===== src/hdl/tbu_pkg.sv =====
package tbu_pkg;

  // Trellis geometry
  localparam int NUM_STATES = 64;
  localparam int STATE_W    = 6;                 // log2 of NUM_STATES
  localparam int ENTRY_W    = STATE_W + 1;       // Decision bit above previous state

  // Survivor memory holds this many trellis stages
  localparam int MEM_DEPTH  = 128;

  // Defaults for the traceback and decode lengths
  // Legal pairs need traceback + 4 <= decode and traceback + 2 * decode <= 96
  localparam int DEF_TRACEBACK_LEN = 24;
  localparam int DEF_DECODE_LEN    = 32;

  // One state index
  typedef logic [STATE_W-1:0] state_t;

  // One survivor entry packed as {decision, prev_state}
  typedef logic [ENTRY_W-1:0] entry_t;

  // A whole stage with the entry for state s at bits [s*ENTRY_W +: ENTRY_W]
  typedef logic [NUM_STATES*ENTRY_W-1:0] column_t;

  // Survivor memory address
  typedef logic [$clog2(MEM_DEPTH)-1:0] stage_addr_t;

endpackage

===== src/hdl/traceback_engine.sv =====
`timescale 1ns/1ps

module traceback_engine #(
  parameter int traceback_len = tbu_pkg::DEF_TRACEBACK_LEN,
  parameter int decode_len    = tbu_pkg::DEF_DECODE_LEN
) (
  input  logic                 clk,
  input  logic                 sys_rst,
  input  logic                 block_start,
  input  tbu_pkg::stage_addr_t newest_addr,
  input  tbu_pkg::column_t     rd_column,
  output tbu_pkg::stage_addr_t rd_addr,
  output logic                 dec_valid,
  output logic                 dec_bit,
  output tbu_pkg::state_t      dec_state,
  output logic                 dec_last
);
  import tbu_pkg::*;

  localparam int TOTAL_STEPS = traceback_len + decode_len;
  localparam int STEP_W      = $clog2(TOTAL_STEPS);

  typedef enum logic [1:0] {
    TB_IDLE,    // Waiting for block_start
    TB_PRIME,   // First read in flight
    TB_TRACE    // One stage per clock
  } tb_state_t;

  tb_state_t         tb_state;
  state_t            row;          // State being followed back
  logic [STEP_W-1:0] step_cnt;
  entry_t            cur_entry;
  logic              emit_step;
  logic              final_step;
  stage_addr_t       prev_addr;

  // rd_column always belongs to the address issued one cycle earlier,
  // so the current row picks its own entry straight out of it
  always_comb begin
    cur_entry  = rd_column[row*ENTRY_W +: ENTRY_W];
    emit_step  = (step_cnt >= STEP_W'(traceback_len));       // Past the merge depth
    final_step = (step_cnt == STEP_W'(TOTAL_STEPS - 1));
    prev_addr  = (rd_addr == '0) ? stage_addr_t'(MEM_DEPTH - 1) : rd_addr - 1'b1;
  end

  // Control path
  always_ff @(posedge clk) begin
    if (sys_rst) begin
      tb_state  <= TB_IDLE;
      step_cnt  <= '0;
      rd_addr   <= '0;
      dec_valid <= 1'b0;
      dec_last  <= 1'b0;
    end else begin
      dec_valid <= 1'b0;
      dec_last  <= 1'b0;
      case (tb_state)
        TB_IDLE: begin
          if (block_start) begin
            rd_addr  <= newest_addr;            // Start at the newest stage
            step_cnt <= '0;
            tb_state <= TB_PRIME;
          end
        end

        TB_PRIME: begin
          rd_addr  <= prev_addr;                // Keep one read ahead of the walk
          tb_state <= TB_TRACE;
        end

        TB_TRACE: begin
          rd_addr   <= prev_addr;
          step_cnt  <= step_cnt + 1'b1;
          dec_valid <= emit_step;
          dec_last  <= final_step;
          if (final_step) begin
            tb_state <= TB_IDLE;
          end
        end

        default: begin
          tb_state <= TB_IDLE;
        end
      endcase
    end
  end

  // Path state and decoded payload
  always_ff @(posedge clk) begin
    if (tb_state == TB_PRIME) begin
      row <= '0;                                // Every traceback starts in state 0
    end else if (tb_state == TB_TRACE) begin
      row       <= cur_entry[STATE_W-1:0];      // Follow the survivor back
      dec_bit   <= cur_entry[ENTRY_W-1];
      dec_state <= row;
    end
  end

endmodule


===== config.mk =====
export PLATFORM = sky130hd
export DESIGN_NAME = traceback_engine
export DESIGN_NICKNAME = d
export VERILOG_FILES = /design/src/hdl/tbu_pkg.sv /design/src/hdl/traceback_engine.sv
export SDC_FILE = /design/constraint.sdc
export NUM_CORES = 1
export LEC_CHECK = 0
export CAP_MARGIN = 15
export CORE_AREA = 2 2 182 184
export CTS_CLUSTER_SIZE = 8
export DETAILED_ROUTE_END_ITERATION = 12
export DIE_AREA = 0 0 184 186
export DONT_BUFFER_PORTS = 1
export GPL_TIMING_DRIVEN = 0
export HOLD_SLACK_MARGIN = 0.03
export MAX_ROUTING_LAYER = met4
export SYNTH_ARGS = -nofsm -noshare
export SYNTH_HDL_FRONTEND = slang
export SYNTH_SLANG_ARGS = --single-unit

===== constraint.sdc =====
create_clock -name clk -period 4.98 [get_ports clk]
set_input_delay 0.249 -clock clk [delete_from_list [all_inputs] [get_ports clk]]
set_output_delay 0.249 -clock clk [all_outputs]
set_load 0.02 [all_outputs]

* Word level (Yosys, flattened, before mapping)
Index checks and enable logic that the tools add are counted.
Cells by class: add/sub/neg operators 2, multipliers 1, magnitude comparators 1, equal/unequal tests 5, shift operators 1, multiplexer cells 8, bitwise gates (word level) 2, reduce and logical (&&, ||, !) cells 10
Operator list (count):
- $shiftx A448 B10 Y7 | 1
- $mux W7 | 2
- $pmux W7 S2 | 1
- $pmux W6 S2 | 1
- $mul A6 B3 Y9 const B | 1
- $reduce_and A2 Y1 | 4
- $logic_not A7 Y1 | 1
- $sub A7 B1 Y7 const B | 1
- $add A6 B1 Y6 const B | 1
- $eq A6 B6 Y1 const B | 1
- $ge A6 B5 Y1 const B | 1
- $mux W6 | 1
- $pmux W2 S3 | 1
- $mux W2 | 2
- $ne A2 B2 Y1 const B | 2
- $reduce_bool A2 Y1 | 2
- $reduce_or A2 Y1 | 2
- $eq A2 B1 Y1 const B | 1
- $eq A2 B2 Y1 const B | 1
- $logic_not A2 Y1 | 1
- $not A1 Y1 | 2
Word-level totals: bits in registers 30, output and inout bits 16, word-level logic and storage cells 38

* Depth between registers and ports, before layout
Gate-level depths: netlist of the first run.
depth after elaboration 4, gate-level depth with buffers 9

* Worst setup path after synthesis of the first run
OpenSTA, ideal clock, no wires.
path type reg-to-reg, from register row[1], to register dec_bit, data pin, library setup time 0.272 ns, data arrival time 2.027 ns, required time 4.708 ns, path slack 2.680 ns, stages on the path, launching flop included 8, path buffers 2, period minus slack after synthesis 2.300 ns, path through dfxtp_1 -> buf_2 -> clkbuf_1 -> mux4_2 -> mux4_2 -> mux2_2 -> nand2_1 -> o21ai_0
On the way: longest elaborated chain between the ends 2
Ends and longest elaborated chain:
- start, declared | RTL line traceback_engine.sv:30 | state_t row;
- start signal, assigned | RTL line traceback_engine.sv:93 | row <= cur_entry[STATE_W-1:0];
- $mul A6 B3 Y9 | RTL line traceback_engine.sv:40 | cur_entry = rd_column[row*ENTRY_W +: ENTRY_W];
- $shiftx A448 B10 Y7 | RTL line traceback_engine.sv:40
- net cur_entry[6] | RTL line traceback_engine.sv:32 | entry_t cur_entry;
- end signal, assigned | RTL line traceback_engine.sv:94 | dec_bit <= cur_entry[ENTRY_W-1];
- end, declared | RTL line traceback_engine.sv:14 | output logic dec_bit,
The timed path passes the listed nets, and every way through them passes these cells. A chain may end at the register's enable or synchronous reset.

* Final worst setup path of the first run
from register row[2], to register dec_bit, data pin
The elaborated chain is that of the path after synthesis.

==> results.txt, run 1 <==
----------------------------------------------------
[Global routing]
  Number of antenna violations at the first check in global routing ... 22
  Via count of the first global-routing pass ... 4,536
  Gr ovfl total ... 0
  Wire length of the first global-routing pass ... 38.4 mm
  Pin count of the biggest net entering global routing ... 11
  Overall global routing resource usage ... 0.172

[Route]
  Ratio of routed vias to standard cells ... 5.40
  Number of design rule violations left after detail routing ... 0
  Number of search-and-repair iterations in the first detailed-routing pass ... 5
  Via count ... 4,484
  Post-route ant nets ... 0
  Routed wirelength normalized by instance count ... 36.2 um
  Iteration-0 DRC count of the detailed router ... 330
  Total wire length ... 30.0 mm

[Run status]
  Result of the run ... complete, no violations

[Timing]
  Final hold viol count ... 0
  Slew at the pin closest to its max-slew limit ... 845 ps
  Normalized max-slew margin ... 0.437
  Fmax ... 312 MHz
  Final-layout worst hold slack ... 48.1 ps
  Unrepaired setup endpoints after global routing ... no
  Final period demand of the worst path ... 3210 ps
  Portion of the clock cycle consumed by the worst path in the final layout ... 0.644
  Setup Viol. Count Final ... 0
  Aggregate negative setup slack ... 0 ps
  Max-slew violation total from the final report ... 0
  Max Clock Skew ... 6.11 ps
  PnR worst setup slack ... 1770 ps

[Clock network]
  Clock latency on the worst-skew pair ... 270 ps
  Max Root-Sink Buffers ... 2
  Post-cts sizing count ... 0
  Inserted Clock Buffers ... 5
  Reg clk slew, reported paths ... 50 ps
  Number of buffers inserted by post-CTS setup repair ... 0
  Root Buffer ... sky130_fd_sc_hd__clkbuf_16
  Number of levels in the clock H-tree ... 2
  Total clock sinks ... 30
  CTS Hold Bufs ... 0
  Clock tree from TritonCTS ... yes

[Logic synthesis]
  Proportion of register bits with asynchronous set or reset after synthesis ... 0
  Area fraction of the dominant cell type after synthesis ... 0.562
  Syn Inst Count ... 389
  Top cells by area in the synthesized netlist ... sky130_fd_sc_hd__mux4_2, sky130_fd_sc_hd__dfxtp_1, sky130_fd_sc_hd__mux2i_1
  Synthesized area divided by synthesized cell count ... 12.9 um2
  Commonest register cell after synthesis ... sky130_fd_sc_hd__dfxtp_1
  Yosys warning count ... 0
  Area leader, netlist ... sky130_fd_sc_hd__mux4_2
  Register area share after synthesis ... 0.134
  Summed instance area of the synthesized netlist ... 5010 um2
  Net Count, Synth ... 857
  Yosys cell types ... 49
  Flip-flop and latch count after synthesis ... 30
  Number of enable flip-flop cells after synthesis ... 7

[Power and ir drop]
  Part of the power in registers ... 0.121
  Part of the power in combinational logic ... 0.794
  VDD IR-drop max ... 0.194 mV
  Internal power consumption ... 1.88 mW
  Switching power as a share of total power ... 0.469
  Net load switching power ... 1.66 mW
  Static leakage ... 1.68 nW
  Total power after layout ... 3.55 mW
  Cell area power density ... 618 nW/um2
  Share of power burned in the clock network ... 0.085

[Setup path]
  Sort of element at the start of the critical path ... flip-flop
  Buf+Inv Stages, Crit Path ... 4
  Critical path class ... reg -> reg
  Arrival time of the worst setup path ... 3150 ps
  Dominant cell type by count on the critical path ... sky130_fd_sc_hd__buf_2
  Stage delay of the slowest cell on the critical path ... 600 ps
  Kind of end point of the critical path ... flip-flop
  Required time reported for the critical path endpoint ... 4920 ps
  Crit Path Max Fanout ... 10
  Cell with the largest stage delay on the worst path ... sky130_fd_sc_hd__mux4_2
  Family with the most delay on the worst path ... buffers and inverters
  Cell breakdown of the critical path ... buf_2, buf_2, buf_2, buf_2, mux4_2, mux2i_1, o21ai_0

[Die]
  DIE AREA ... 34,200 um2
  Total number of placement rows ... 66
  Core area ... 32,200 um2
  Boundary Pins ... 474
  Die X-Extent ... 184 um
  Starting Density ... 0.156
  Die Y ... 186 um

[Hold path]
  Hold crit path type ... in -> reg

[Final layout]
  Final standard cell count with taps included and fillers excluded ... 830
  Post-layout net count ... 865
  Layout cells sized above 1 ... 0.415
  Relative area change from synthesis to final layout ... 14.7%
  Layout fillers ... 3,527
  Utilization after layout ... 0.178
  Final Cell Area ... 5750 um2

[Placed design]
  Cell total after placement ... 798
  Sum of net half-perimeters after detailed placement ... 26.5 mm
  Port Buffers ... 0
  Routability congestion estimate from global placement ... 1.04
  Area post-placement ... 5540 um2
  Setup WS pre-CTS ... 1650 ps

[Job]
  Count of maximum capacitance violations ... 0

----------------------------------------------------
==> power groups by stage <==
| stage | Clock (mW) | Sequential (mW) | Combinational [mW] |
|---|---|---|---|
| finish | 0.303 | 0.429 | 2.82 |
| global route | 0.330 | 0.445 | 3.03 |
| CTS | 0.314 | 0.435 | 2.90 |
| detailed placement | 0 | 0.440 | 2.90 |
| global placement | 0 | 0.439 | 2.88 |
| floorplan | 0 | 0.399 | 2.06 |
==> Yosys cell counts, types with 4 or more instances <==
master                     count
sky130_fd_sc_hd__mux4_2      125
sky130_fd_sc_hd__dfxtp_1      23
sky130_fd_sc_hd__nand3_1       9
sky130_fd_sc_hd__clkbuf_1     13
sky130_fd_sc_hd__nand2_1      19
sky130_fd_sc_hd__edfxtp_1      7
sky130_fd_sc_hd__o221ai_1      5
sky130_fd_sc_hd__a211oi_1      5
sky130_fd_sc_hd__ha_1         10
sky130_fd_sc_hd__buf_4         6
sky130_fd_sc_hd__nor2b_1      10
sky130_fd_sc_hd__mux2i_1      24
sky130_fd_sc_hd__inv_1        12
sky130_fd_sc_hd__buf_2        16
sky130_fd_sc_hd__nand2b_1      8
sky130_fd_sc_hd__a21oi_1       9
sky130_fd_sc_hd__a22oi_1       5
sky130_fd_sc_hd__o21ai_0       8
sky130_fd_sc_hd__nor2_1       23
sky130_fd_sc_hd__a22o_1        4
sky130_fd_sc_hd__buf_6         5
==> registers in the layout, summed over array words and instances (netlist names) <==
register,flops
dec_bit,1
tb_state,2
dec_valid,1
rd_addr,7
dec_state,6
row,6
step_cnt,6
dec_last,1
==> worst register-to-register path, delay by kind of cell (launching register included) <==
kind            cells  cell delay, ps
compound gates      1             210
mux                 2             800
flops               1             340
buf+inv             4            1530
==> layer usage <==
layer	vias up	track usage	wire length [um]
li1	1716	-	-
met1	2336	0.211	11900
met2	389	0.273	14600
met3	43	0.0579	2930
met4	0	0.0397	639
met5	-	-	0
==> logic make-up (layout without fill, tap and decap cells) <==
logic type	Yosys count	in the layout	synth area share
multiplexers	151	151	0.614
AND/OR/NAND/NOR	79	79	0.0752
AO/OA/AOI/OAI	58	58	0.0839
XOR/XNOR	6	6	0.0105
buffers and inverters	55	64	0.0572
adder cells (fa/ha/maj)	10	10	0.0250
flip-flops	30	30	0.134
other	0	24	0
==> cell usage in the layout, fill, tap and decap left out, types with 9 or more instances in the layout <==
cell type,instances
sky130_fd_sc_hd__mux2i_1,24
sky130_fd_sc_hd__diode_2,24
sky130_fd_sc_hd__buf_2,16
sky130_fd_sc_hd__clkbuf_1,13
sky130_fd_sc_hd__nor2b_1,10
sky130_fd_sc_hd__dfxtp_1,23
sky130_fd_sc_hd__nand3_1,9
sky130_fd_sc_hd__nor2_1,23
sky130_fd_sc_hd__a21oi_1,9
sky130_fd_sc_hd__ha_1,10
sky130_fd_sc_hd__nand2_1,19
sky130_fd_sc_hd__mux4_2,125
sky130_fd_sc_hd__inv_1,12
==> final timing paths <==
kind	start	to	slack, ps	depth (start not counted)
worst max-delay path	row[2]$_SDFFE_PN0P_	dec_bit$_DFFE_PP_	1770	7
worst min-delay path	sys_rst	rd_addr[2]$_SDFFE_PP0P_	50	1
worst max register to register	row[2]$_SDFFE_PN0P_	dec_bit$_DFFE_PP_	1770	7
worst min register to register	row[2]$_SDFFE_PN0P_	dec_state[2]$_DFFE_PP_	450	0
==> cell type report <==
type                       instances  area (um2)  share of cell area
timing repair buffer               1        15.0             0.00261
clock buffer                       6         139              0.0242
tap                              408         510              0.0889
clock inverter                     2        11.3             0.00196
inverter                          14        52.6             0.00915
multi-input combinational        304        4050               0.705
buffer                            41         234              0.0407
sequential                        30         671               0.117
antenna                           24        60.1              0.0105
(Power assumes the default switching activity.)
==> run 2: changes to the inputs <==
Settings changed: ABC_AREA set to 1, CORE_AREA 2 2 182 184 to 2 2 187 189, DIE_AREA 0 0 184 186 to 0 0 189 191.
Clock period 4.98 ns to 3.1 ns, I/O delays scaled along.
==> results.txt, run 2 <==
----------------------------------------------------
[Run status]
  Result of the run ... complete, no violations

[Die]
  Die X-Extent ... 189 um
  Die Y ... 191 um
  Total number of placement rows ... 68
  DIE AREA ... 36,100 um2
  Core area ... 34,100 um2
  Starting Density ... 0.174
  Boundary Pins ... 474

[Timing]
  Max Clock Skew ... 1.74 ps
  Portion of the clock cycle consumed by the worst path in the final layout ... 0.848
  PnR worst setup slack ... 471 ps
  Final-layout worst hold slack ... 97.1 ps
  Normalized max-slew margin ... 0.173
  Final hold viol count ... 0
  Final period demand of the worst path ... 2630 ps
  Setup Viol. Count Final ... 0
  Unrepaired setup endpoints after global routing ... no
  Aggregate negative setup slack ... 0 ps
  Fmax ... 380 MHz
  Max-slew violation total from the final report ... 0
  Slew at the pin closest to its max-slew limit ... 1240 ps

[Clock network]
  Reg clk slew, reported paths ... 50 ps
  Total clock sinks ... 30
  Post-cts sizing count ... 0
  Number of levels in the clock H-tree ... 2
  Root Buffer ... sky130_fd_sc_hd__clkbuf_16
  Clock tree from TritonCTS ... yes
  Clock latency on the worst-skew pair ... 270 ps
  Inserted Clock Buffers ... 5
  Number of buffers inserted by post-CTS setup repair ... 0
  Max Root-Sink Buffers ... 2
  CTS Hold Bufs ... 0

[Global routing]
  Wire length of the first global-routing pass ... 60.3 mm
  Via count of the first global-routing pass ... 8,309
  Gr ovfl total ... 0
  Pin count of the biggest net entering global routing ... 11
  Overall global routing resource usage ... 0.246
  Number of antenna violations at the first check in global routing ... 2

[Final layout]
  Final Cell Area ... 6720 um2
  Most flop-heavy register ... rd_addr
  Sequential cell area ... 671 um2
  Multi-input gate area ... 4480 um2
  Max FFs per register ... 7
  Commonest cells after routing, fill and taps aside ... sky130_fd_sc_hd__nand2_1, sky130_fd_sc_hd__nand3_1, sky130_fd_sc_hd__nor2_1
  Post-layout net count ... 1,630
  Commonest non-fill, non-tap cell in the layout ... sky130_fd_sc_hd__nand2_1
  Layout fillers ... 4,035
  Layout cells sized above 1 ... 0.0765
  Relative area change from synthesis to final layout ... 12.9%

[Power and ir drop]
  Switching power as a share of total power ... 0.633
  Part of the power in registers ... 0.096
  Static leakage ... 2.92 nW
  VDD IR-drop max ... 0.299 mV
  Part of the power in combinational logic ... 0.821
  Net load switching power ... 4.81 mW
  Share of power burned in the clock network ... 0.083
  Internal power consumption ... 2.79 mW
  Cell area power density ... 1130 nW/um2

[Setup path]
  Critical path class ... reg -> reg
  Arrival time of the worst setup path ... 2800 ps
  Sort of element at the start of the critical path ... flip-flop
  Reg2Reg Depth ... 10
  Required time reported for the critical path endpoint ... 3270 ps
  Kind of end point of the critical path ... flip-flop
  Cell with the largest stage delay on the worst path ... sky130_fd_sc_hd__clkbuf_1
  Crit Path Max Fanout ... 10
  Stage delay of the slowest cell on the critical path ... 840 ps
  Cell breakdown of the critical path ... buf_2, clkinv_1, clkbuf_1, nand3_1, nand2_1, nand2_1, nand3_1, nand3_1, nand2_1, inv_1

[Placed design]
  Port Buffers ... 0
  Routability congestion estimate from global placement ... 0.928
  Setup WS pre-CTS ... 409 ps
  Sum of net half-perimeters after detailed placement ... 36.8 mm
  Area post-placement ... 6520 um2

[Logic synthesis]
  Register area share after synthesis ... 0.113
  Commonest register cell after synthesis ... sky130_fd_sc_hd__dfxtp_1
  Synthesized area divided by synthesized cell count ... 5.15 um2
  Flip-flop and latch count after synthesis ... 30
  Summed instance area of the synthesized netlist ... 5950 um2
  Syn Inst Count ... 1,155
  Most frequent cell after synthesis ... sky130_fd_sc_hd__nand2_1
  Net Count, Synth ... 1,623
  Yosys warning count ... 0
  Area leader, netlist ... sky130_fd_sc_hd__nand2_1
  Yosys cell types ... 31
  Commonest cells post-synth ... sky130_fd_sc_hd__nand2_1, sky130_fd_sc_hd__nand3_1, sky130_fd_sc_hd__nor2_1, sky130_fd_sc_hd__o21ai_0
  Number of enable flip-flop cells after synthesis ... 7
  Top cells by area in the synthesized netlist ... sky130_fd_sc_hd__nand2_1, sky130_fd_sc_hd__nand3_1, sky130_fd_sc_hd__nor2_1
  Area fraction of the dominant cell type after synthesis ... 0.238
  Proportion of register bits with asynchronous set or reset after synthesis ... 0

[Route]
  Ratio of routed vias to standard cells ... 5.40
  Iteration-0 DRC count of the detailed router ... 850
  Post-route ant nets ... 0
  Via count ... 8,761
  Routed wirelength normalized by instance count ... 28.5 um
  Number of design rule violations left after detail routing ... 0
  Number of search-and-repair iterations in the first detailed-routing pass ... 6
  Total wire length ... 46.3 mm

[Hold path]
  Hold crit path type ... in -> reg
  Number of cells on the worst hold path ... 2

[Job]
  Count of maximum capacitance violations ... 0

----------------------------------------------------
run 2: worst paths after layout:
kind	startpoint	to	slack, ps
max reg2reg	row[3]$_SDFFE_PN0P_	row[0]$_SDFFE_PN0P_	470
min	newest_addr[0]	rd_addr[0]$_SDFFE_PP0P_	100
max	row[3]$_SDFFE_PN0P_	row[0]$_SDFFE_PN0P_	470
min reg2reg	step_cnt[0]$_SDFFE_PP0P_	step_cnt[0]$_SDFFE_PP0P_	490
run 2: layout make-up:
cell class                 count  area share
buffer                        97      0.0994
inverter                      35      0.0203
antenna                        4     0.00149
clock buffer                   5      0.0186
multi-input combinational    993       0.666
tap                          455      0.0847
sequential                    30      0.0998
clock inverter                 3     0.00950
run 2: critical path, delay by kind of cell (launching register included):
family | cells | cell delay, ps
buf+inv | 4 | 1360
flops | 1 | 330
simple gates | 6 | 830
run 2: through the flow:
step            util  power [mW]  instances
4_1_cts        0.197        7.54       1618
2_1_floorplan      -        4.47       1155
3_3_place_gp   0.191        6.83       1610
5_1_grt        0.197        8.09       1620
3_5_place_dp   0.191        6.89       1610
6_report       0.197        7.60       1622
run 2: power groups by stage:
stage	combinational, mW	sequential, mW	clock [mW]
after floorplan	3.77	0.697	0
after detailed placement	6.15	0.743	0
after global placement	6.09	0.742	0
after CTS	6.16	0.735	0.641
after global routing	6.69	0.747	0.658
final	6.24	0.731	0.629
run 2: cell families (layout without fill, tap and decap cells):
group / count (synthesis) / count (layout) / share of synthesized area
other: 0 / 4 / 0
buffers and inverters: 132 / 140 / 0.135
and+or+nand+nor: 813 / 813 / 0.574
adders and majority gates: 10 / 10 / 0.0210
DFF: 30 / 30 / 0.113
AOI/OAI and AO/OA: 166 / 166 / 0.151
xor gates and xnor gates: 4 / 4 / 0.00589
run 2: per-layer routing:
layer	global-route usage	up-vias	routed length (um)	share of wire
met5	-	-	0	0
met4	0.0865	0	1590	0.034
met3	0.0503	99	4460	0.096
met2	0.427	753	22500	0.49
met1	0.282	4046	17800	0.38
li1	-	3863	-	-
