--- config.mk ---
export PLATFORM = sky130hd
export DESIGN_NAME = lifo_reorder
export DESIGN_NICKNAME = d
export VERILOG_FILES = /design/src/hdl/tbu_pkg.sv /design/src/hdl/lifo_reorder.sv
export SDC_FILE = /design/constraint.sdc
export NUM_CORES = 1
export LEC_CHECK = 0
export ABC_AREA = 0
export BUFFER_PORTS_ARGS = -buffer_cell sky130_fd_sc_hd__clkbuf_2
export CAP_MARGIN = 20
export CORE_ASPECT_RATIO = 0.9
export CORE_MARGIN = 3
export CORE_UTILIZATION = 45
export DETAILED_ROUTE_END_ITERATION = 7
export PLACE_DENSITY = 0.67
export SYNTH_ARGS = -nofsm -noshare
export SYNTH_HDL_FRONTEND = slang
export SYNTH_SLANG_ARGS = --single-unit
--- constraint.sdc ---
create_clock -name clk -period 4 [get_ports clk]
set_clock_uncertainty 0.15 [all_clocks]
set_input_delay 0.4 -clock clk [delete_from_list [all_inputs] [get_ports clk]]
set_output_delay 0.4 -clock clk [all_outputs]
set_load 0.005 [all_outputs]
--- src/hdl/tbu_pkg.sv ---
package tbu_pkg;

  // Trellis geometry
  localparam int NUM_STATES = 64;
  localparam int STATE_W    = 6;                 // log2 of NUM_STATES
  localparam int ENTRY_W    = STATE_W + 1;       // Decision bit above previous state

  // Survivor memory holds this many trellis stages
  localparam int MEM_DEPTH  = 128;

  // Defaults for the traceback and decode lengths
  // Legal pairs need traceback + 4 <= decode and traceback + 2 * decode <= 96
  localparam int DEF_TRACEBACK_LEN = 24;
  localparam int DEF_DECODE_LEN    = 32;

  // One state index
  typedef logic [STATE_W-1:0] state_t;

  // One survivor entry packed as {decision, prev_state}
  typedef logic [ENTRY_W-1:0] entry_t;

  // A whole stage with the entry for state s at bits [s*ENTRY_W +: ENTRY_W]
  typedef logic [NUM_STATES*ENTRY_W-1:0] column_t;

  // Survivor memory address
  typedef logic [$clog2(MEM_DEPTH)-1:0] stage_addr_t;

endpackage
--- src/hdl/lifo_reorder.sv ---
`timescale 1ns/1ps

module lifo_reorder #(
  parameter int decode_len = tbu_pkg::DEF_DECODE_LEN
) (
  input  logic            clk,
  input  logic            sys_rst,
  input  logic            dec_valid,
  input  logic            dec_bit,
  input  tbu_pkg::state_t dec_state,
  input  logic            dec_last,
  output logic            vit_desc,
  output tbu_pkg::state_t last_state,
  output logic            valid_out
);
  import tbu_pkg::*;

  localparam int IDX_W = (decode_len > 1) ? $clog2(decode_len) : 1;

  entry_t           bank_mem [2][decode_len];
  logic             fill_bank;     // Bank taking traceback output
  logic             drain_bank;    // Bank being played out
  logic [IDX_W-1:0] wr_idx;
  logic [IDX_W-1:0] rd_idx;
  entry_t           rd_entry;

  // Oldest stage sits at the top of a filled bank
  assign rd_entry   = bank_mem[drain_bank][rd_idx];
  assign vit_desc   = rd_entry[ENTRY_W-1];
  assign last_state = rd_entry[STATE_W-1:0];

  always_ff @(posedge clk) begin
    if (dec_valid) begin
      bank_mem[fill_bank][wr_idx] <= {dec_bit, dec_state};
    end
  end

  always_ff @(posedge clk) begin
    if (sys_rst) begin
      fill_bank  <= 1'b0;
      drain_bank <= 1'b0;
      wr_idx     <= '0;
      rd_idx     <= '0;
      valid_out  <= 1'b0;
    end else begin
      // Drain side counts down to slot 0
      if (valid_out) begin
        if (rd_idx == '0) begin
          valid_out <= 1'b0;
        end else begin
          rd_idx <= rd_idx - 1'b1;
        end
      end

      // The last item of a block on the fill side swaps the banks
      if (dec_valid) begin
        if (dec_last) begin
          wr_idx     <= '0;
          fill_bank  <= ~fill_bank;
          drain_bank <= fill_bank;
          rd_idx     <= IDX_W'(decode_len - 1);
          valid_out  <= 1'b1;
        end else begin
          wr_idx <= wr_idx + 1'b1;
        end
      end
    end
  end

endmodule

Yosys cells after proc, flatten, opt, wreduce, memory -nomap -nowiden
Memory sizes are Yosys's and may differ from the RTL's. A register that Yosys moved wholly into a read port is not among the register bits. Cells that the tools add are included.

Memories: 1. RAM bits: 448. Bits in registers: 13. Output and inout port bits: 8. Logic and storage cells: 35. Input port bits: 11. ROM bits: 0. Bits in latches: 0.

Memory list: bank_mem (words 2, width 224, rd ports 1, clocked after Yosys merged registers in 1, write ports 1, RTL line lifo_reorder.sv:20) `entry_t bank_mem [2][decode_len];`.

$mul: 0. Divide/modulo/power cells: 0. Add/subtract/negate cells: 2. Reduce and logical (&&, ||, !) cells: 3. Shifts and indexed selects: 0. Equality and inequality tests: 0. Mux-type cells: 18. Order comparisons: 3. Bitwise logic cells: 3.

Operators by type and width (number): 2-to-1 mux 224 bit (1); binary-select mux 7 bit (select 5 bit) (1); demux 7 bit (select 5 bit) (1); 2-to-1 mux 5 bit (5); 2-to-1 mux 7 bit (3); greater-or-equal comparator 6 bit (second input constant) (2); inverter 5 -> 6 bit (2); 2-to-1 mux 1 bit (7); less-than comparator 6 x 1 -> 1 bit (second input constant) (1); adder 5 x 1 -> 5 bit (second input constant) (1); logical NOT 5 bit (1); subtractor 5 x 1 -> 5 bit (second input constant) (1); AND reduction 2 bit (1); logical AND 1 bit (1); inverter 1 bit (1).

Longest topological paths before layout
Gate-level depths: netlist (run 1).

Depth in word-level cells: 6. Depth in mapped cells: 11. Mapped depth without buffers: 7.

Least setup slack after synthesis (run 1)
Ideal clock, no wire load.

Path kind: flip-flop to output port. Start: register rd_idx[0]. End: output vit_desc. Cell stages (with the launch flop): 8. Buffers on the path: 3. Arrival time: 1.956 ns. Path slack: 1.494 ns. Cells stage by stage: dfxtp_1 buf_2 buf_2 clkbuf_1 mux4_2 mux4_2 o22ai_1 nor2_1.

Cells in the longest elaborated chain, start to end: 4.

RTL lines: start, declared (RTL line lifo_reorder.sv:24) `logic [IDX_W-1:0] rd_idx;`; start signal, assigned (RTL line lifo_reorder.sv:51) `rd_idx <= rd_idx - 1'b1;`; start signal, assigned (RTL line lifo_reorder.sv:61) `rd_idx <= IDX_W'(decode_len - 1);`; inverter 5 -> 6 bit (implied by the code) (RTL line lifo_reorder.sv:28) `assign rd_entry = bank_mem[drain_bank][rd_idx];`; binary-select mux 7 bit (select 5 bit) (RTL line lifo_reorder.sv:28); 2-to-1 mux 7 bit (implied by the code) (2 in series) (RTL line lifo_reorder.sv:28); end, declared (RTL line lifo_reorder.sv:12) `output logic vit_desc,`.

No other way between the ends. The select of a mux whose other input is x is not followed.

==> results.md, run 1 <==
Worst setup path:
- The most numerous cell on the critical path is mux4_2.
- For the worst flop-to-flop path, the logic depth is 3.
- The startpoint-to-endpoint class of the critical path is flip-flop to primary output.
- The startpoint of the worst register-to-register path is wr_idx[0].
- The signal on the critical path passes through buf_12 > mux4_2 > mux4_2 > nand2_1 > and4_1 > nor3_2 > clkbuf_2.
- The largest single stage delay on the critical path is slightly below 0.6 ns.
- The cell at the slowest stage of the critical path is mux4_2.
- The worst setup path is launched from a flip-flop.
- The kind of capture point of the worst setup path is a primary output.
- The arrival time at the worst endpoint is around 3.2 ns.
- The maximum fanout encountered on the critical timing path is 35.
- The required time of the critical path is between 3 and 4 ns.

Detailed routing:
- The detailed-router iteration count before antenna repair is 5.
- In the final routed layout, each cell accounts on average for between 20 and 30 um.
- The number of remaining DRC errors is 0.
- Summed over all layers, the routed wires come to between 30 and 40 mm.
- The via count is between 8k and 9k.
- The initial DRC count is between 800 and 900.
- In the routed layout, each cell is associated on average with a via count of ~5.8.
- The remaining antenna violation count is 0.

GRT:
- For met2 alone, demand over resource in global routing was 0.275.
- The total overflow reported by the global router is 0.
- The fraction of met3 tracks used by global routing is 0.0421.
- The initial antenna violation count is 1.
- The largest net degree at the start of global routing is between 60 and 70.
- The wire length of the first global-routing pass is around 57 mm.
- The global routing stage identified its most utilized layer as met2.
- The global routing usage on met1 is 0.275.
- The total global routing track utilization is 0.183.
- The via count of the first global-routing pass is between 8k and 9k.

Place:
- Buffers placed on the I/O ports in this run total 18.
- The placed wire-length estimate after detailed placement is about 23 mm.
- The total placed cells including tap cells is 1381.
- At the end of routability-driven placement, the weighted congestion stood at roughly 0.77.

Hold path:
- The number of cells on the worst hold path is 3.
- The classification of the worst-slack hold path is input port to flip-flop.
- The beginning of the worst hold path is dec_last.

Floorplanning:
- The chip width is roughly 220 um.
- In this run the standard cell core region covers between 0.03 and 0.04 mm2.
- The height of the chip is between 150 and 200 um.
- The starting density of the core is 0.458.
- The die outline area is between 0.04 and 0.05 mm2.
- After floorplanning, the core was divided into 69 placement rows.
- For this design the top-level I/O count stands at 19.

Clock network:
- The number of clock sinks is approximately 460.
- Clock-pin slew was measured on the worst setup and hold paths at roughly 0.06 ns.
- The number of buffers added for setup after CTS is 0.
- The later pin in the worst-skew pair is clocked with a latency of 0.55 ns.
- The longest clock path from root to sink contains 3 buffers.
- The TritonCTS clock tree is built.
- TritonCTS created 46 clock buffers.
- The root buffer cell chosen for the clock tree is clkbuf_16.
- The clock tree synthesis step divided the H-tree into 2 levels.

STA:
- Derived from the worst setup path, the maximum achievable clock frequency is ~270 MHz.
- The number of hold violations in the final report is 0.
- The final count of negative-setup-slack endpoints is 0.
- The worst slew margin relative to its limit is 0.307.
- The transition at the pin with the smallest max-transition slack is 1.04 ns.
- Of the available clock period, the critical path in the final layout requires 0.929.
- The final-layout setup total negative slack is 0 ns.
- The number of max-slew violations in the final report is 0.
- The final critical-path required period is around 3.7 ns.
- Setup repair after global routing left no endpoint under its margin.

Job:
- Max-cap violations in this run came to 0.

Synthesis:
- The netlist area before placement is 0.0181 mm2.
- The total nets after synthesis is a little under 900.
- In this run, synthesis produced a sequential element count of between 400 and 500.
- A synthesized cell averages approximately 21 um2.
- The share of the yosys chip area belonging to registers is 0.757.
- During synthesis, Yosys emitted a total of 0 warnings.
- In this run, distinct cell masters in the synthesized netlist total a little over 40.
- The number of instances in the synthesized netlist is around 860.

Run status:
- The run finished with clean final reports.

Power:
- The switching power is approximately 2100 uW.
- In this run the static leakage power is around 0.006 uW.
- The internal power of the cells is 7990 uW.
- The share of total power dissipated in combinational logic is 0.060.
- The maximum vdd drop is between 0.0003 and 0.0004 V.
- The clock group share of total power is 0.408.
- The relative contribution of sequential cells to total power is 0.533.
- Of the total power, the share spent switching nets is 0.210.
- The total power density per cell area is approximately 500 mW/mm2.

Layout:
- The fraction of final layout cells sized beyond drive strength 1 is 0.235.
- The area added between synthesis and finish is 11.7%.
- After the last flow step, the layout net total stands at between 900 and 1k.
- The finished layout holds 1466 standard cells, fillers aside.
## cell families (layout without fill, tap and decap cells)
kind of cell,Yosys count,count (layout),share of synthesized area
multiplexers,146,146,0.166
AO/OA/AOI/OAI,44,44,0.0150
buffers and inverters,50,124,0.0168
AND/OR/NAND/NOR,146,146,0.0389
flip-flops,462,462,0.757
other,0,1,0
XOR/XNOR,6,6,0.00290
adder cells (fa/ha/maj),5,5,0.00345
## power by group through the flow
stage	Clock, uW	Combinational [uW]	Sequential [uW]
after detailed placement	0	607	5490
after floorplan	0	389	5440
final	4120	602	5390
after global placement	0	602	5490
after CTS	4190	609	5390
after global routing	4390	646	5390
## cells in the final DEF, fill, tap and decap left out, types with 2 or more instances in the layout
| master | netlist | routed |
|---|---|---|
| edfxtp_1 | 448 | 448 |
| mux4_2 | 110 | 110 |
| nor2_1 | 82 | 82 |
| clkbuf_16 | 0 | 49 |
| mux2i_1 | 25 | 25 |
| nand2_1 | 20 | 20 |
| clkbuf_2 | 0 | 18 |
| a21oi_1 | 16 | 16 |
| clkinv_1 | 0 | 16 |
| buf_4 | 6 | 14 |
| mux4_1 | 11 | 11 |
| dfxtp_1 | 14 | 11 |
| o21ai_0 | 10 | 10 |
| nor3_2 | 8 | 8 |
| clkbuf_1 | 20 | 8 |
| o211ai_1 | 7 | 7 |
| a221oi_1 | 7 | 7 |
| nand3_1 | 6 | 6 |
| and4_1 | 5 | 5 |
| ha_1 | 5 | 5 |
| clkinv_2 | 0 | 5 |
| buf_12 | 2 | 5 |
| nand2b_1 | 4 | 4 |
| xor2_1 | 4 | 4 |
| inv_1 | 3 | 3 |
| nor2b_1 | 3 | 3 |
| nor3_1 | 3 | 3 |
| nand3b_1 | 3 | 3 |
| bufinv_16 | 0 | 3 |
| nor3b_1 | 2 | 2 |
| and3b_1 | 2 | 2 |
| a22oi_1 | 2 | 2 |
| o22ai_1 | 2 | 2 |
| xnor2_1 | 2 | 2 |
| nand4_1 | 2 | 2 |
| dfxtp_4 | 0 | 2 |
## sequential cells by signal, summed over array words and instances, names as in the netlist, named ones only
name / cells
bank_mem: 448
valid_out: 1
drain_bank: 1
fill_bank: 1
rd_idx: 5
wr_idx: 5
## per-layer routing
metal | up-vias | share of wire | wire length, um
met1 | 4450 | 0.44 | 16700
met4 | 0 | 0.019 | 719
met3 | 50 | 0.077 | 2940
met5 | - | 0 | 0
met2 | 320 | 0.47 | 17800
li1 | 3640 | - | -
## Yosys cell counts
cell	number	area share
edfxtp_1	448	0.74
mux4_2	110	0.14
nor2_1	82	0.017
mux2i_1	25	0.014
clkbuf_1	20	0.0041
nand2_1	20	0.0041
a21oi_1	16	0.0044
dfxtp_1	14	0.015
mux4_1	11	0.016
o21ai_0	10	0.0028
buf_2	8	0.0022
nor3_2	8	0.0044
a221oi_1	7	0.0034
o211ai_1	7	0.0029
buf_4	6	0.0025
nand3_1	6	0.0017
and4_1	5	0.0024
ha_1	5	0.0034
buf_1	4	0.00083
buf_6	4	0.0025
nand2b_1	4	0.0014
xor2_1	4	0.0019
inv_1	3	0.00062
nand3b_1	3	0.0012
nor2b_1	3	0.0010
nor3_1	3	0.00083
a22oi_1	2	0.00083
and3b_1	2	0.00097
buf_12	2	0.0022
buf_8	2	0.0017
nand4_1	2	0.00069
nor3b_1	2	0.00083
o22ai_1	2	0.00069
xnor2_1	2	0.00097
and2_1	1	0.00034
inv_2	1	0.00021
nand4b_1	1	0.00048
nor4_1	1	0.00034
or2_2	1	0.00034
or3_1	1	0.00034
or3b_2	1	0.00048
## metrics by stage
stage	hold WS [ns]	worst slack, ns	area [um2]	util	power, uW
CTS	0.0501	0.231	20300	0.511	10200
finish	0.0632	0.286	20300	0.512	10100
global placement	0.312	0.837	18800	0.475	6090
global route	0.0657	0.0930	20300	0.512	10400
detailed placement	0.312	0.833	18800	0.475	6100
floorplan	0.286	1.49	18100	-	5830
## worst max-delay path, delay by kind of cell, from the launching register on
family	cells	cell delay (ns)
multiplexers	2	1.05
flip-flops	1	0.56
buffers and inverters	2	0.45
AND/OR/NAND/NOR	3	0.54
## cell type report
class | count | area, um2
inverters | 4 | 15.0
well taps | 532 | 666
diodes | 1 | 2.50
fillers | 3111 | 19300
clock buffers | 57 | 1260
multi-input cells | 347 | 4110
flip-flops and latches | 462 | 13700
repair buffers | 38 | 305
clock inverters | 25 | 183
## path summary, 6_finish.rpt
path	to	slack, ns
max	last_state[2]	0.29
min	flip-flop	0.06
max reg2reg	bank_mem[1][185]	1.40
min reg2reg	flip-flop	0.32
## what timing repair did
| action | in CTS | in global routing |
|---|---|---|
| hold endpoints to repair | 7 | 0 |
| hold buffers | 1 | 0 |
| gates resized for setup | 0 | 0 |
Note: power is estimated with default switching activity, not from simulation.
==> inputs of run 2 (changes only) <==
--- a/config.mk
+++ b/config.mk
@@ -5,7 +5,7 @@
 export SDC_FILE = /design/constraint.sdc
 export NUM_CORES = 1
 export LEC_CHECK = 0
-export ABC_AREA = 0
+export ABC_AREA = 1
 export BUFFER_PORTS_ARGS = -buffer_cell sky130_fd_sc_hd__clkbuf_2
 export CAP_MARGIN = 20
 export CORE_ASPECT_RATIO = 0.9
==> run 2 against run 1 <==
Net effect:
- largest power group unchanged
- non-clock buffer count grew 46
- sequential cell count stayed put
- total power up 3.1%
- highest routed layer unchanged
==> results.md, run 2 <==
Run status:
- The run finished with clean final reports.

Floorplanning:
- From left edge to right edge, the die measures roughly 230 um.
- The height of the chip is ~200 um.
- The floorplan step defined a die boundary enclosing around 0.046 mm2.
- The starting density of the core is 0.462.
- The area of the core is around 0.042 mm2.
- The total I/O pin count is 19.
- The total number of placement rows is slightly above 70.

Synthesis:
- Among all cell types in the netlist, the one instantiated most often is nand2_1.
- Of the post-synthesis cell area, the dominant cell type holds 0.688.
- The most used flip-flop cell after synthesis is edfxtp_1.
- Counting instances in the post-synthesis netlist gives the leading cell types as nand2_1, edfxtp_1, nand3_1.
- The number of enable-type register cells in the synthesized netlist is around 450.
- The post-synthesis async set-or-reset flop share is 0.
- The average size of a mapped cell is around 11 um2.
- The synthesized design spends more area on one cell type than any other, namely edfxtp_1.
- The netlist area before placement is a little under 0.02 mm2.
- The register bit count reported by yosys is between 400 and 500.
- The number of warnings printed during yosys synthesis is 0.
- The number of instances in the synthesized netlist is about 1.8k.
- By area the synthesized netlist is led by edfxtp_1, nand2_1, nand3_1, inv_1, nor2_1.
- The total nets after synthesis is roughly 1.8k.
- Counting distinct cell types in the post-synthesis netlist gives 28.
- Of the synthesized area, sequential elements account for 0.702.

Layout:
- In the final layout, the share of cells above drive strength 1 is 0.0857.
- The repair_antennas step left the layout with diodes totalling 0.
- In the layout the commonest cells are nand2_1, edfxtp_1, nand3_1.
- The net count of the finished layout is between 1.5k and 2k.
- The flip-flop count of the largest register, all copies and words added is around 450.
- The top register by number of flip-flops is bank_mem.
- Measured on the finished design, the core utilization comes to 0.512.
- The library cell used most frequently in the layout, excluding fill and tap cells, is nand2_1.
- The area added between synthesis and finish is 10.9%.
- The largest registers in the layout are bank_mem: 448 flops, rd_idx: 5 flops, wr_idx: 5 flops.

Detailed routing:
- After detailed routing, the total wire length is just under 50 mm.
- After detailed routing, the number of remaining DRC violations is 0.
- After detailed routing, the average wire length per cell comes to around 20 um.
- After detailed routing, the number of vias per cell comes to about 5.4.
- The routed layout has about 13k vias.
- The detailed-router iteration count before antenna repair is 5.
- The remaining antenna violation count is 0.
- The initial DRC count is approximately 1.5k.

Worst setup path:
- The most numerous cell type found on the critical path is nand2_1.
- The critical path is of the flip-flop to primary output type.
- STA puts the critical path data arrival time at 3.22 ns.
- In this design, the stage delay of the slowest critical-path cell is between 0.5 and 0.6 ns.
- The required time of the critical path is 3.45 ns.
- The maximum fanout encountered on the critical timing path is 95.
- The critical path goes through inv_6 > buf_12 > nand2_1 > nand2_1 > nand2_1 > nand2_1 > nor2_1 > nor2_1 > nand2_1 > nand2_1 > nand2_1 > nand2_1 > clkbuf_2.
- The cell at the slowest stage of the critical path is inv_6.
- The worst setup path is launched from a flip-flop.
- The kind of capture point of the worst setup path is a primary output.

Clock network:
- CTS placed an instance of clkbuf_16 at the clock tree root.
- Counting along the longest clock path gives a buffer depth of 3.
- The number of buffers added by the clock tree synthesis step is 46.
- The count of instances resized after the clock tree is built is 0.
- The CTS clock-pin slew for the worst setup and hold paths is about 0.06 ns.
- The latest clock arrival within the worst-skew pair is roughly 0.56 ns.
- Clock tree synthesis found a total of roughly 460 sinks.
- The TritonCTS clock tree is built.
- The number of levels the H-tree was split into is 2.

STA:
- At the pin with the least slew margin, the transition time is approximately 1.2 ns.
- The final critical-path required period is 3.77 ns.
- The final count of negative-setup-slack endpoints is 0.
- Timing would allow up to ~270 MHz.
- Setup repair after global routing left no endpoint under its margin.
- The final-layout setup total negative slack is 0 ns.
- The worst slew margin relative to its limit is 0.219.
- The number of max-slew violations in the final report is 0.
- Of the available clock period, the critical path in the final layout requires 0.942.
- The number of hold violations in the final report is 0.

GRT:
- The first global-routing pass estimated approximately 74 mm of wire.
- The total global routing track utilization is 0.211.
- Entering global routing, the biggest net connects between 100 and 150 pins.
- The initial antenna violation count is 0.
- After global routing the overflow that remains totals 0.
- The via count of the first global-routing pass is 12.5k.

Place:
- The number of port buffers is 18.
- At the end of routability-driven placement, the weighted congestion stood at about 0.85.
- The placed wire-length estimate after detailed placement is 28.7 mm.

Power:
- In this run the power density over the cells is 481 mW/mm2.
- The maximum vdd drop is roughly 0.00029 V.
- For this design the static power due to leakage is just over 0.008 uW.

Job:
- Max-cap violations in this run came to 0.

Hold path:
- The classification of the worst-slack hold path is input port to flip-flop.
[run 2: changes by cell type in the layout (fill, tap and decap cells not counted), sizes merged, moves of 9 or more]
cell    change
a21oi       -9
buf        +43
clkbuf     +12
clkinv     -11
inv        +94
mux2i      -24
mux4      -121
nand2     +623
nand3     +301
nor3       +35
or2        +21
[run 2: cell families (layout without fill, tap and decap cells)]
| group | after synthesis | in the layout | synth area share |
|---|---|---|---|
| xor+xnor | 3 | 3 | 0.00134 |
| fa+ha+maj | 5 | 5 | 0.00320 |
| mux | 1 | 1 | 0.000512 |
| buf+inv | 204 | 263 | 0.0506 |
| flops | 462 | 462 | 0.702 |
| simple gates | 1110 | 1110 | 0.239 |
| compound gates | 12 | 12 | 0.00345 |
[run 2: worst paths after layout]
| path | start | endpoint | slack (ns) | cells past startpoint |
|---|---|---|---|---|
| worst max-delay path | flip-flop | last_state[0] | 0.23 | 13 |
| worst min-delay path | dec_valid | wr_idx[0] | 0.17 | 3 |
| worst max register to register | wr_idx[0] | bank_mem[1][23] | 1.21 | 4 |
| worst min register to register | drain_bank | flip-flop | 0.38 | 2 |
[run 2: critical path: cells and delay by family, from the launching register on]
family	cells	cell delay, ns
simple gates	10	1.14
buf+inv	3	1.07
flops	1	0.38
[run 2: cell type report]
| cell class | count | area, um2 |
|---|---|---|
| clock buffer | 66 | 1270 |
| clock inverter | 15 | 155 |
| fill | 3655 | 20700 |
| inverter | 98 | 374 |
| multi-input combinational | 1131 | 4840 |
| sequential | 462 | 13700 |
| tap | 547 | 684 |
| timing repair buffer | 84 | 631 |
[run 2: repair_timing]
item | CTS | global route
hold buffers | 1 | 0
setup buffers | 0 | 0
endpoints found under the hold margin | 5 | 0
[run 2: stage by stage]
step	instances	setup WS (ns)	area [um2]	hold WS (ns)	total power [uW]
detailed placement	2317	0.871	20200	0.369	6380
CTS	2399	0.253	21600	0.147	10500
finish	2403	0.231	21700	0.167	10400
global route	2403	0.0399	21700	0.193	10800
floorplan	1797	1.89	19600	0.319	6020
global placement	2316	0.855	20200	0.370	6380
[run 2: per-layer routing]
layer  GRT usage  share of wire  wire length (um)  vias up
met5           0              0                 0        -
met4      0.0545          0.023              1110        0
met3      0.0529           0.10              4910       68
met2       0.324           0.45             21500      575
met1       0.303           0.43             20600     6204
li1            -              -                 -     6140
[run 2: power breakdown]
group          switching (uW)  internal (uW)
Clock                    1740           2390
Sequential               30.5           5330
Combinational             696            241
